### src/logic/i2c_led_pkg.sv
// shared types for the I2C LED target
// the decoder produces the event word and the target FSM consumes it
package i2c_led_pkg;

	// width of a 7-bit I2C target address
	localparam int ADDR_W = 7;

	// one word of bus events, rebuilt every clock by the decoder
	// every field except sda is a single-cycle strobe
	typedef struct packed {
		// SDA fell while SCL was high, a start or repeated start
		logic start;
		// SDA rose while SCL was high
		logic stop;
		// SCL went from low to high, the moment data is sampled
		logic scl_rise;
		// SCL went from high to low, the moment the target may change SDA
		logic scl_fall;
		// filtered SDA level, registered alongside the strobes
		logic sda;
	} bus_event_t;

	// states of the target FSM
	typedef enum logic [2:0] {
		// waiting for a start
		st_idle,
		// shifting in the address and the read/write bit
		st_addr,
		// pulling SDA low for the address acknowledge
		st_addr_ack,
		// shifting in a write byte
		st_wr_data,
		// pulling SDA low for a write byte acknowledge
		st_wr_ack,
		// shifting out the LED byte
		st_rd_data,
		// SDA released while the controller acknowledges
		st_rd_ack,
		// another target was addressed, sit out until start or stop
		st_ignore
	} target_state_t;

endpackage

### src/logic/line_filter.sv
`timescale 1ns/1ps

// glitch filter for one bus line
// the line is synchronised with two flops, then a change is only accepted once the
// synchronised level has differed from the output for FILTER_DEPTH samples in a row
module line_filter #(
	parameter int FILTER_DEPTH = 4
) (
	input  logic CLK,
	input  logic rst_n,
	input  logic line_in,
	output logic line_out
);

	// wide enough to hold FILTER_DEPTH itself
	localparam int CNT_W = $clog2(FILTER_DEPTH + 1);

	// sync_q[0] may go metastable, sync_q[1] is the settled sample
	logic [1:0] sync_q;
	// number of consecutive samples that disagree with line_out
	logic [CNT_W-1:0] diff_cnt;

	always_ff @(posedge CLK) begin
		if (!rst_n) begin
			// an idle I2C line is pulled high
			sync_q   <= 2'b11;
			diff_cnt <= '0;
			line_out <= 1'b1;
		end else begin
			sync_q <= {sync_q[0], line_in};
			if (sync_q[1] == line_out) begin
				// any agreeing sample throws away the count so far
				diff_cnt <= '0;
			end else if (diff_cnt == CNT_W'(FILTER_DEPTH - 1)) begin
				// this is the FILTER_DEPTH-th differing sample, so accept it
				line_out <= sync_q[1];
				diff_cnt <= '0;
			end else begin
				diff_cnt <= diff_cnt + 1'b1;
			end
		end
	end

endmodule

### src/logic/bus_event_decode.sv
`timescale 1ns/1ps

// turns the filtered SCL and SDA levels into one-cycle bus event strobes
// all strobes are registered, so each one is high during the cycle after the
// filtered level changed
module bus_event_decode import i2c_led_pkg::*; (
	input  logic       CLK,
	input  logic       rst_n,
	input  logic       scl,
	input  logic       sda,
	output bus_event_t bus_ev
);

	// levels seen on the previous clock
	logic scl_q;
	logic sda_q;

	// edge detection on the raw filtered levels
	logic scl_high_both;
	logic sda_fell;
	logic sda_rose;

	// SCL must be high now and on the previous sample for SDA edges to count as
	// start or stop, which keeps them apart from the SCL edge strobes
	assign scl_high_both = scl & scl_q;
	assign sda_fell      = sda_q & ~sda;
	assign sda_rose      = ~sda_q & sda;

	always_ff @(posedge CLK) begin
		if (!rst_n) begin
			// both lines idle high, so nothing looks like an edge after reset
			scl_q  <= 1'b1;
			sda_q  <= 1'b1;
			bus_ev <= '{start: 1'b0, stop: 1'b0, scl_rise: 1'b0, scl_fall: 1'b0,
				sda: 1'b1};
		end else begin
			scl_q <= scl;
			sda_q <= sda;

			// start is SDA going low with SCL held high
			bus_ev.start <= scl_high_both & sda_fell;
			// stop is SDA going high with SCL held high
			bus_ev.stop  <= scl_high_both & sda_rose;

			// clock edges, used by the FSM for sampling and for driving
			bus_ev.scl_rise <= scl & ~scl_q;
			bus_ev.scl_fall <= ~scl & scl_q;

			// the level travels with the strobes so that the FSM samples SDA as it
			// stood on the same clock the SCL rise was seen
			bus_ev.sda <= sda;
		end
	end

	// the two SDA edge cases can never both be true in one cycle, and neither
	// can coincide with an SCL edge because scl_high_both needs SCL stable high
	// so at most one strobe in bus_ev is ever set

endmodule

### src/logic/i2c_target_fsm.sv
`timescale 1ns/1ps

// I2C target FSM
// matches the 7-bit address, takes write bytes into the LED register and
// shifts the LED register back out on reads
// SDA is only ever pulled low, and only on the cycle after an scl_fall strobe
module i2c_target_fsm import i2c_led_pkg::*; #(
	parameter logic [ADDR_W-1:0] TARGET_ADDR = 7'h27
) (
	input  logic       CLK,
	input  logic       rst_n,
	input  bus_event_t bus_ev,
	output logic       sda_drive_low,
	output logic [7:0] led
);

	target_state_t state;

	// incoming bits are shifted in at the bottom, outgoing bits leave at the top
	logic [7:0] shift_q;
	// counts SCL rises within a byte and wraps to zero after the eighth
	logic [2:0] bit_cnt;
	// set for the ninth clock of a byte, the acknowledge slot
	logic       ack_phase;
	// read/write bit taken from the address byte, high means read
	logic       read_q;

	// the bit completing the current byte arrives on this rise
	logic last_bit;
	// byte as it stands once the bit on the current rise is shifted in
	logic [7:0] byte_in;

	assign last_bit = (bit_cnt == 3'd7);
	assign byte_in  = {shift_q[6:0], bus_ev.sda};

	always_ff @(posedge CLK) begin
		if (!rst_n) begin
			state         <= st_idle;
			shift_q       <= '0;
			bit_cnt       <= '0;
			ack_phase     <= 1'b0;
			read_q        <= 1'b0;
			sda_drive_low <= 1'b0;
			led           <= '0;
		end else if (bus_ev.stop) begin
			// a stop ends any transfer, even one meant for another target
			state         <= st_idle;
			ack_phase     <= 1'b0;
			sda_drive_low <= 1'b0;
		end else if (bus_ev.start) begin
			// start and repeated start both begin a fresh address byte
			// SDA is already released here, since a start needs SDA high
			// just before it
			state         <= st_addr;
			bit_cnt       <= '0;
			ack_phase     <= 1'b0;
			sda_drive_low <= 1'b0;
		end else begin
			case (state)
				st_addr: begin
					if (bus_ev.scl_rise) begin
						shift_q <= byte_in;
						bit_cnt <= bit_cnt + 1'b1;
						if (last_bit) begin
							// the seven address bits are already in shift_q and
							// the bit on this rise is read/write
							if (shift_q[ADDR_W-1:0] == TARGET_ADDR) begin
								state  <= st_addr_ack;
								read_q <= bus_ev.sda;
							end else begin
								state <= st_ignore;
							end
						end
					end
				end

				st_addr_ack: begin
					if (bus_ev.scl_fall) begin
						if (!ack_phase) begin
							// end of the eighth clock, hold SDA low for the ACK
							ack_phase     <= 1'b1;
							sda_drive_low <= 1'b1;
						end else if (read_q) begin
							// end of the ACK clock, put out the first read bit
							ack_phase     <= 1'b0;
							state         <= st_rd_data;
							sda_drive_low <= ~led[7];
							shift_q       <= {led[6:0], 1'b0};
						end else begin
							ack_phase     <= 1'b0;
							state         <= st_wr_data;
							sda_drive_low <= 1'b0;
						end
					end
				end

				st_wr_data: begin
					if (bus_ev.scl_rise) begin
						shift_q <= byte_in;
						bit_cnt <= bit_cnt + 1'b1;
						if (last_bit) begin
							// the LEDs follow every complete write byte
							led   <= byte_in;
							state <= st_wr_ack;
						end
					end
				end

				st_wr_ack: begin
					if (bus_ev.scl_fall) begin
						if (!ack_phase) begin
							ack_phase     <= 1'b1;
							sda_drive_low <= 1'b1;
						end else begin
							// ACK clock done, let go for the next byte
							ack_phase     <= 1'b0;
							state         <= st_wr_data;
							sda_drive_low <= 1'b0;
						end
					end
				end

				st_rd_data: begin
					// the first bit was set up on entry, so each rise here is the
					// controller sampling a bit we already drive
					if (bus_ev.scl_rise) begin
						bit_cnt <= bit_cnt + 1'b1;
						if (last_bit) begin
							state <= st_rd_ack;
						end
					end else if (bus_ev.scl_fall) begin
						// next bit, MSB first, pull low only for a zero
						sda_drive_low <= ~shift_q[7];
						shift_q       <= {shift_q[6:0], 1'b0};
					end
				end

				st_rd_ack: begin
					if (bus_ev.scl_fall) begin
						if (!ack_phase) begin
							// hand SDA to the controller for its ACK or NACK
							ack_phase     <= 1'b1;
							sda_drive_low <= 1'b0;
						end else begin
							// ACK was seen, send the LED byte once more
							ack_phase     <= 1'b0;
							state         <= st_rd_data;
							sda_drive_low <= ~led[7];
							shift_q       <= {led[6:0], 1'b0};
						end
					end else if (bus_ev.scl_rise && ack_phase && bus_ev.sda) begin
						// NACK, the controller wants no more data
						// SDA is already released so the stop can follow
						ack_phase <= 1'b0;
						state     <= st_idle;
					end
				end

				// idle and ignore only leave on start or stop, handled above
				default: begin
					sda_drive_low <= 1'b0;
				end
			endcase
		end
	end

endmodule

### src/logic/i2c_led_top.sv
`timescale 1ns/1ps

// I2C target that shows the last byte written to it on eight LEDs
// the pad SDA is split into sda_in and sda_drive_low, with the pull-up and the
// open-drain buffer left outside this block
module i2c_led_top import i2c_led_pkg::*; #(
	parameter logic [ADDR_W-1:0] TARGET_ADDR = 7'h27,
	parameter int FILTER_DEPTH = 4
) (
	input  logic       CLK,
	input  logic       rst_n,
	input  logic       scl_in,
	input  logic       sda_in,
	output logic       sda_drive_low,
	output logic [7:0] led
);

	// deglitched bus levels
	logic scl_filt;
	logic sda_filt;

	// start, stop and SCL edge strobes plus the SDA level
	bus_event_t bus_ev;

	// both lines get the same filter so that an SCL edge and an SDA edge
	// arriving together keep their order through the filters
	line_filter #(
		.FILTER_DEPTH(FILTER_DEPTH)
	) scl_filter (
		.CLK     (CLK),
		.rst_n   (rst_n),
		.line_in (scl_in),
		.line_out(scl_filt)
	);

	line_filter #(
		.FILTER_DEPTH(FILTER_DEPTH)
	) sda_filter (
		.CLK     (CLK),
		.rst_n   (rst_n),
		.line_in (sda_in),
		.line_out(sda_filt)
	);

	bus_event_decode event_decode (
		.CLK   (CLK),
		.rst_n (rst_n),
		.scl   (scl_filt),
		.sda   (sda_filt),
		.bus_ev(bus_ev)
	);

	// sda_drive_low lags an input change by at most FILTER_DEPTH+4 clocks
	i2c_target_fsm #(
		.TARGET_ADDR(TARGET_ADDR)
	) target_fsm (
		.CLK          (CLK),
		.rst_n        (rst_n),
		.bus_ev       (bus_ev),
		.sda_drive_low(sda_drive_low),
		.led          (led)
	);

endmodule

### config.mk
export PLATFORM = sky130hd
export DESIGN_NAME = i2c_led_top
export DESIGN_NICKNAME = d
export VERILOG_FILES = /design/src/logic/i2c_led_pkg.sv /design/src/logic/line_filter.sv /design/src/logic/bus_event_decode.sv /design/src/logic/i2c_target_fsm.sv /design/src/logic/i2c_led_top.sv
export SDC_FILE = /design/constraint.sdc
export NUM_CORES = 1
export LEC_CHECK = 0
export BUFFER_PORTS_ARGS = -buffer_cell sky130_fd_sc_hd__buf_4
export CORE_MARGIN = 2
export CORE_UTILIZATION = 35
export CTS_BUF_LIST = sky130_fd_sc_hd__clkbuf_16
export DETAILED_ROUTE_END_ITERATION = 16
export PLACE_DENSITY = 0.52
export SYNTH_ARGS = -nofsm -noshare
export SYNTH_HDL_FRONTEND = slang
export SYNTH_SLANG_ARGS = --single-unit
### constraint.sdc
create_clock -name CLK -period 2.75 [get_ports CLK]
set_input_delay 0.6875 -clock CLK [delete_from_list [all_inputs] [get_ports CLK]]
set_output_delay 0.6875 -clock CLK [all_outputs]
set_load 0.01 [all_outputs]
# After elaboration in Yosys (flattened, before gate mapping)

Cells that the tools add are included.

Add/subtract/negate cells: 3
Eq/ne operators: 43
Muxes and demuxes: 42
Bitwise logic cells: 19
Reductions and logical operators: 25

Operators with widths:

| operator                                               | number |
|---|---|
| two-way mux 8 bit                                      | 8 |
| two-way mux 3 bit                                      | 18 |
| one-hot mux 8 bit (4 select lines)                     | 1 |
| AND reduction 13 bit                                   | 2 |
| inequality test 3 x 2 -> 1 bit (second input constant) | 7 |
| inequality test 2 x 1 -> 1 bit (second input constant) | 9 |
| one-hot mux 3 bit (6 select lines)                     | 1 |
| inequality test 2 bit (second input constant)          | 8 |
| inequality test 3 bit (second input constant)          | 5 |
| equality test 3 x 2 -> 1 bit (second input constant)   | 4 |
| equality test 3 bit (second input constant)            | 4 |
| two-way mux 1 bit                                      | 12 |
| inverter 1 bit                                         | 12 |
| AND reduction 6 bit                                    | 2 |
| OR reduction 3 bit                                     | 4 |
| AND reduction 11 bit                                   | 1 |
| adder 3 x 1 -> 3 bit (second input constant)           | 3 |
| inequality test 4 x 3 -> 1 bit (second input constant) | 2 |
| AND 1 bit                                              | 7 |
| equality test 7 x 6 -> 1 bit (second input constant)   | 1 |
| nonzero test 7 bit                                     | 1 |
| AND reduction 3 bit                                    | 2 |
| nonzero test 2 bit                                     | 3 |
| nonzero test 6 bit                                     | 1 |
| other kinds (9)                                        | 14 |

Bits in registers: 43
Input bits: 4
Output and inout port bits: 9
Word-level logic and storage cells: 152

# Depth between registers and ports, before layout

Depth in word-level cells: 6
Gate-level depth with buffers: 6
Gate-level depth less buffers: 6

# Modules after synthesis

A second synthesis with hierarchy kept.

Cell total of the unflattened synthesis: 206
Area, all modules: 2,006.9 um^2

Modules (own cells, without submodules):

| module           | instances | cells an instance | area an instance (um^2) | sequential area each (um^2) |
|---|---|---|---|---|
| i2c_target_fsm   | 1         | 157               | 1,388.8                 | 500.5 |
| line_filter      | 2         | 17                | 214.0                   | 120.1 |
| bus_event_decode | 1         | 15                | 190.2                   | 120.1 |

# Worst setup path after synthesis

OpenSTA, ideal clock, no wires.

Kind: reg-to-reg
Start point: register target_fsm.bit_cnt[0]
End point: register target_fsm.state[1]
Library setup time: 0.086 ns
Arrival: 1.450 ns
Data required time: 2.664 ns
Slack: 1.214 ns
Stages on the path, launching flop included: 7
Buffers on the path: 0
Period minus slack after synthesis: 1.536 ns
Cells stage by stage: dfxtp_1 -> ha_1 -> ha_1 -> and2_1 -> a21oi_1 -> or3_4 -> a211oi_1

Word-level cells in the longest chain between the ends: 3
Elaborated cells on any way between the ends: 5
Those cells by class: 4 x eq/ne; 1 x reduce/logical

Ends and longest elaborated chain:

| element                                  | line                  | text |
|---|---|---|
| from (decl)                              | i2c_target_fsm.sv:22  | `logic [2:0] bit_cnt;` |
| from (signal assigned)                   | i2c_target_fsm.sv:63  | `bit_cnt <= bit_cnt + 1'b1;` |
| from (signal assigned)                   | i2c_target_fsm.sv:100 | `bit_cnt <= bit_cnt + 1'b1;` |
| from (signal assigned)                   | i2c_target_fsm.sv:127 | `bit_cnt <= bit_cnt + 1'b1;` |
| equality test 3 bit *                    | i2c_target_fsm.sv:33  | `assign last_bit = (bit_cnt == 3'd7);` |
| inequality test 2 x 1 -> 1 bit (no line) | -                     |  |
| AND reduction 13 bit (no line) *         | -                     |  |
| to (signal assigned)                     | i2c_target_fsm.sv:38  | `state <= st_idle;` |
| to (signal assigned)                     | i2c_target_fsm.sv:47  | `state <= st_idle;` |
| to (signal assigned)                     | i2c_target_fsm.sv:54  | `state <= st_addr;` |
| to (decl)                                | i2c_target_fsm.sv:17  | `target_state_t state;` |

Mark *: on every way between the ends. The rest lies on a longest branch, timed or not.
A chain may end at the register's enable or synchronous reset.

# Worst setup path after layout

Start point: register target_fsm.state[1]
End point: register target_fsm.shift_q[2]

Word-level cells in the longest chain between the ends: 4
Elaborated cells on any way between the ends: 17
Those cells by class: 13 x eq/ne; 1 x mux; 3 x reduce/logical

Ends and longest elaborated chain:

| element                                                                        | line                 | text |
|---|---|---|
| equality test 3 x 1 -> 1 bit or equality test 3 x 2 -> 1 bit (tied branches)   | i2c_target_fsm.sv:59 | `case (state)` |
| OR reduction 2 bit (no line)                                                   | -                    |  |
| inequality test 2 x 1 -> 1 bit (no line) or nonzero test 4 bit (tied branches) | -                    |  |
| AND reduction 11 bit (no line)                                                 | -                    |  |
| to (signal assigned)                                                           | i2c_target_fsm.sv:62 | `shift_q <= byte_in;` |
| to (signal assigned)                                                           | i2c_target_fsm.sv:88 | `shift_q <= {led[6:0], 1'b0};` |
| to (signal assigned)                                                           | i2c_target_fsm.sv:99 | `shift_q <= byte_in;` |
| to (decl)                                                                      | i2c_target_fsm.sv:20 | `logic [7:0] shift_q;` |

Several ways; a longest one is shown, not always the timed one.

==> flow_summary.ini <==
[run_status]
status = finished clean

[clock_network]
post_cts_resized = 0
cts_max_path_buffers = 2
cts_tree = done
cts.sinks = 43
root_buffer = clkbuf_16
post-cts-setup-buffers = 0
clock_latency_ns = 0.28
htree_levels = 2
cts_made_buffers = 5
clk_pin_slew_worst_paths_ns = 0.06
cts.hold.buffers_added = 0

[setup_path]
crit_path_start_kind = flop
end_kind = flop
cp_num_buf_inv = 1
required_ns = 2.90
reg2reg_to = target_fsm.shift_q[2]$_SDFFE_PN0P_
cpMaxStageDelayCell = dfxtp_1
r2r_cells = 4
path_cells = inv_1 -> a211oi_1 -> o2111ai_4 -> mux2i_1
crit_fanout = 21
cp_slowest_stage_delay_ns = 0.80
crit_family = flip-flops
r2r-start = target_fsm.state[1]$_SDFFE_PP0P_
cp.arrival_ns = 2.13
startpoint = target_fsm.state[1]$_SDFFE_PP0P_
crit_type = reg2reg
r2r_setup_slack_ns = 0.77

[finish]
drive_above_1_share_pct = 16.3
antenna_cells = 0
nets = 243
regArea_um2 = 861
area_delta_synth_final_pct = 12.6
finalNonFillerCells = 308
final_util_pct = 40.2
multi_input_area_mm2 = 0.00112
final_common_cell = dfxtp_1
fillers = 583
fin_area_mm2 = 0.00235
layout_common_cells = 43 x dfxtp_1, 27 x nand2_1, 18 x mux2i_1

[grt]
antenna_found_initial = 0
grt_max_degree = 30
gr-total-overflow = 0
grt_pass1_vias = 1460
grt_use_total_pct = 14.2
grt_pass1_wl_mm = 7.12

[yosys]
syn_avg_cell_area_um2 = 9.28
synthCells = 225
ys_types = 50
syn_area_mm2 = 0.00209
synth_seq_area_share_pct = 41.2
ys_seq_elements = 43
synth_warnings = 0
syn_nets = 235

[routing]
finalWirelength_mm = 4.28
drc_errors = 0
via_per_inst = 5.15
avgRoutedWirePerCell_um = 13.9
dr.first_iter.drc_count = 109
drtPass1Iterations = 4
vias = 1586
drtAntennaViolNets = 0

[power]
combPwrFrac_pct = 6.4
internal_power_mw = 1.00
p_per_area_mw_per_mm2 = 553
p_total_mw = 1.30
switchingPower_mw = 0.298
seqPwrFrac_pct = 50.4
ir_drop_uv = 284
power.leakage_nw = 1.00
switching_share_pct = 22.9
clkPwrFrac_pct = 43.3

[timing]
finClkSkew_ns = 0.00250
fin_crit_sh_pct = 71.9
fin_hold_ws_ns = 0.405
clock.fmax_ghz = 0.506
hold_viol = 0
timing.slew.headroom_pct = 50.8
finalMaxSlewViolations = 0
worstMarginPinSlew_ns = 0.737
rsz0062_at_grt = false
setup_viol = 0
finalSetupTns_ns = 0
worst_slack_ns = 0.773
fin_crit_ns = 1.98

[placement]
placed_cell_area_mm2 = 0.00221
port_buffers = 12
dpl_worst_slack_ns = 0.843
dp_hpwl_mm = 2.94
dp_cells = 301
globalplace.congestion = 0.738

[die]
start_util_pct = 35.7
die_area_mm2 = 0.00660
die-height_um = 81.2
io_pins = 13
num_rows = 28
fp.dieW_um = 81.2
fp.coreArea_mm2 = 0.00585

[worst_hold_path]
hold_depth = 1
hold_end = scl_filter.sync_q[1]$_SDFF_PN1_
min_from = scl_filter.sync_q[0]$_SDFF_PN1_
hp-class = reg2reg

[flow_run]
drv_cap = 0
[worst max-delay path by stage]
stage                                               endpoint  slack (ns)  depth (start not counted)
after detailed placement  target_fsm.shift_q[5]$_SDFFE_PN0P_        0.84                          4
final                     target_fsm.shift_q[2]$_SDFFE_PN0P_        0.77                          4
after floorplan             target_fsm.state[1]$_SDFFE_PP0P_        1.21                          6
after CTS                 target_fsm.shift_q[1]$_SDFFE_PN0P_        0.81                          4
after global placement    target_fsm.shift_q[2]$_SDFFE_PN0P_        0.84                          4
after global routing      target_fsm.shift_q[1]$_SDFFE_PN0P_        0.61                          4
[sequential cells by signal, summed over array words and instances (netlist names)]
name                      flops
sda_filter.diff_cnt           3
event_decode.bus_ev           5
target_fsm.state              3
target_fsm.led                8
target_fsm.ack_phase          1
target_fsm.bit_cnt            3
target_fsm.read_q             1
event_decode.scl_q            1
target_fsm.sda_drive_low      1
scl_filter.sync_q             2
scl_filter.diff_cnt           3
sda_filter.line_out           1
sda_filter.sync_q             2
scl_filter.line_out           1
target_fsm.shift_q            8
[layout make-up]
class / instances / area share (%)
multi-input cells: 159 / 47.6
repair buffers: 13 / 4.15
inverters: 11 / 1.76
clock buffers: 5 / 5.32
flip-flops and latches: 43 / 36.6
well taps: 75 / 3.99
clock inverters: 2 / 0.585
[per-layer routing]
layer | global-route usage, % | vias up | wire (um)
met5 | 0 | - | 0
met4 | 4.41 | 0 | 38
met3 | 5.11 | 4 | 166
met2 | 21.6 | 29 | 1980
met1 | 18.7 | 746 | 2090
li1 | - | 807 | -
[power groups by stage]
stage	Sequential, mW	Combinational (mW)	Clock, mW
global route	0.657	0.0907	0.610
CTS	0.654	0.0836	0.587
floorplan	0.652	0.0795	0
detailed placement	0.667	0.0835	0
finish	0.655	0.0830	0.562
global placement	0.667	0.0842	0
[synthesized netlist by cell type (all sizes together)]
library cell	number	area (um2)
dfxtp	43	861
nand2	27	101
mux2i	18	180
nor2	17	66.3
nand2b	12	75.1
inv	11	41.3
a21oi	10	50.1
mux2	9	105
buf	8	52.5
o21ai	8	40.0
ha	6	75.1
clkbuf	4	15.0
a31oi	3	18.8
nand3	3	15.0
nor3	3	15.0
or3	3	23.8
a211o	2	17.5
a211oi	2	15.0
a22oi	2	15.0
and3	2	12.5
and3b	2	17.5
nand3b	2	15.0
nor3b	2	15.0
nor4	2	12.5
o211ai	2	15.0
o31ai	2	15.0
o41ai	2	25.0
or2	2	12.5
xnor2	2	17.5
a21boi	1	11.3
a221oi	1	15.0
and2	1	6.26
and2b	1	7.51
and4b	1	10.0
nand4	1	12.5
nor2b	1	6.26
nor4b	1	8.76
o2111a	1	11.3
o2111ai	1	26.3
o21a	1	7.51
o21bai	1	7.51
o311a	1	10.0
or4	1	7.51
[logic make-up after synthesis]
family / Yosys count / synth area share (%)
and+or+nand+nor: 84 / 21.1
DFF: 43 / 41.2
AOI/OAI and AO/OA: 40 / 14.4
muxes: 27 / 13.7
buffers and inverters: 23 / 5.21
adders and majority gates: 6 / 3.59
xor gates and xnor gates: 2 / 0.839
[worst reg2reg max path, cell delays in order (launching register included)]
cell	delay [ns]
dfxtp_1	0.80
inv_1	0.20
a211oi_1	0.37
o2111ai_4	0.28
mux2i_1	0.20
Power figures use the tool's default switching activity.
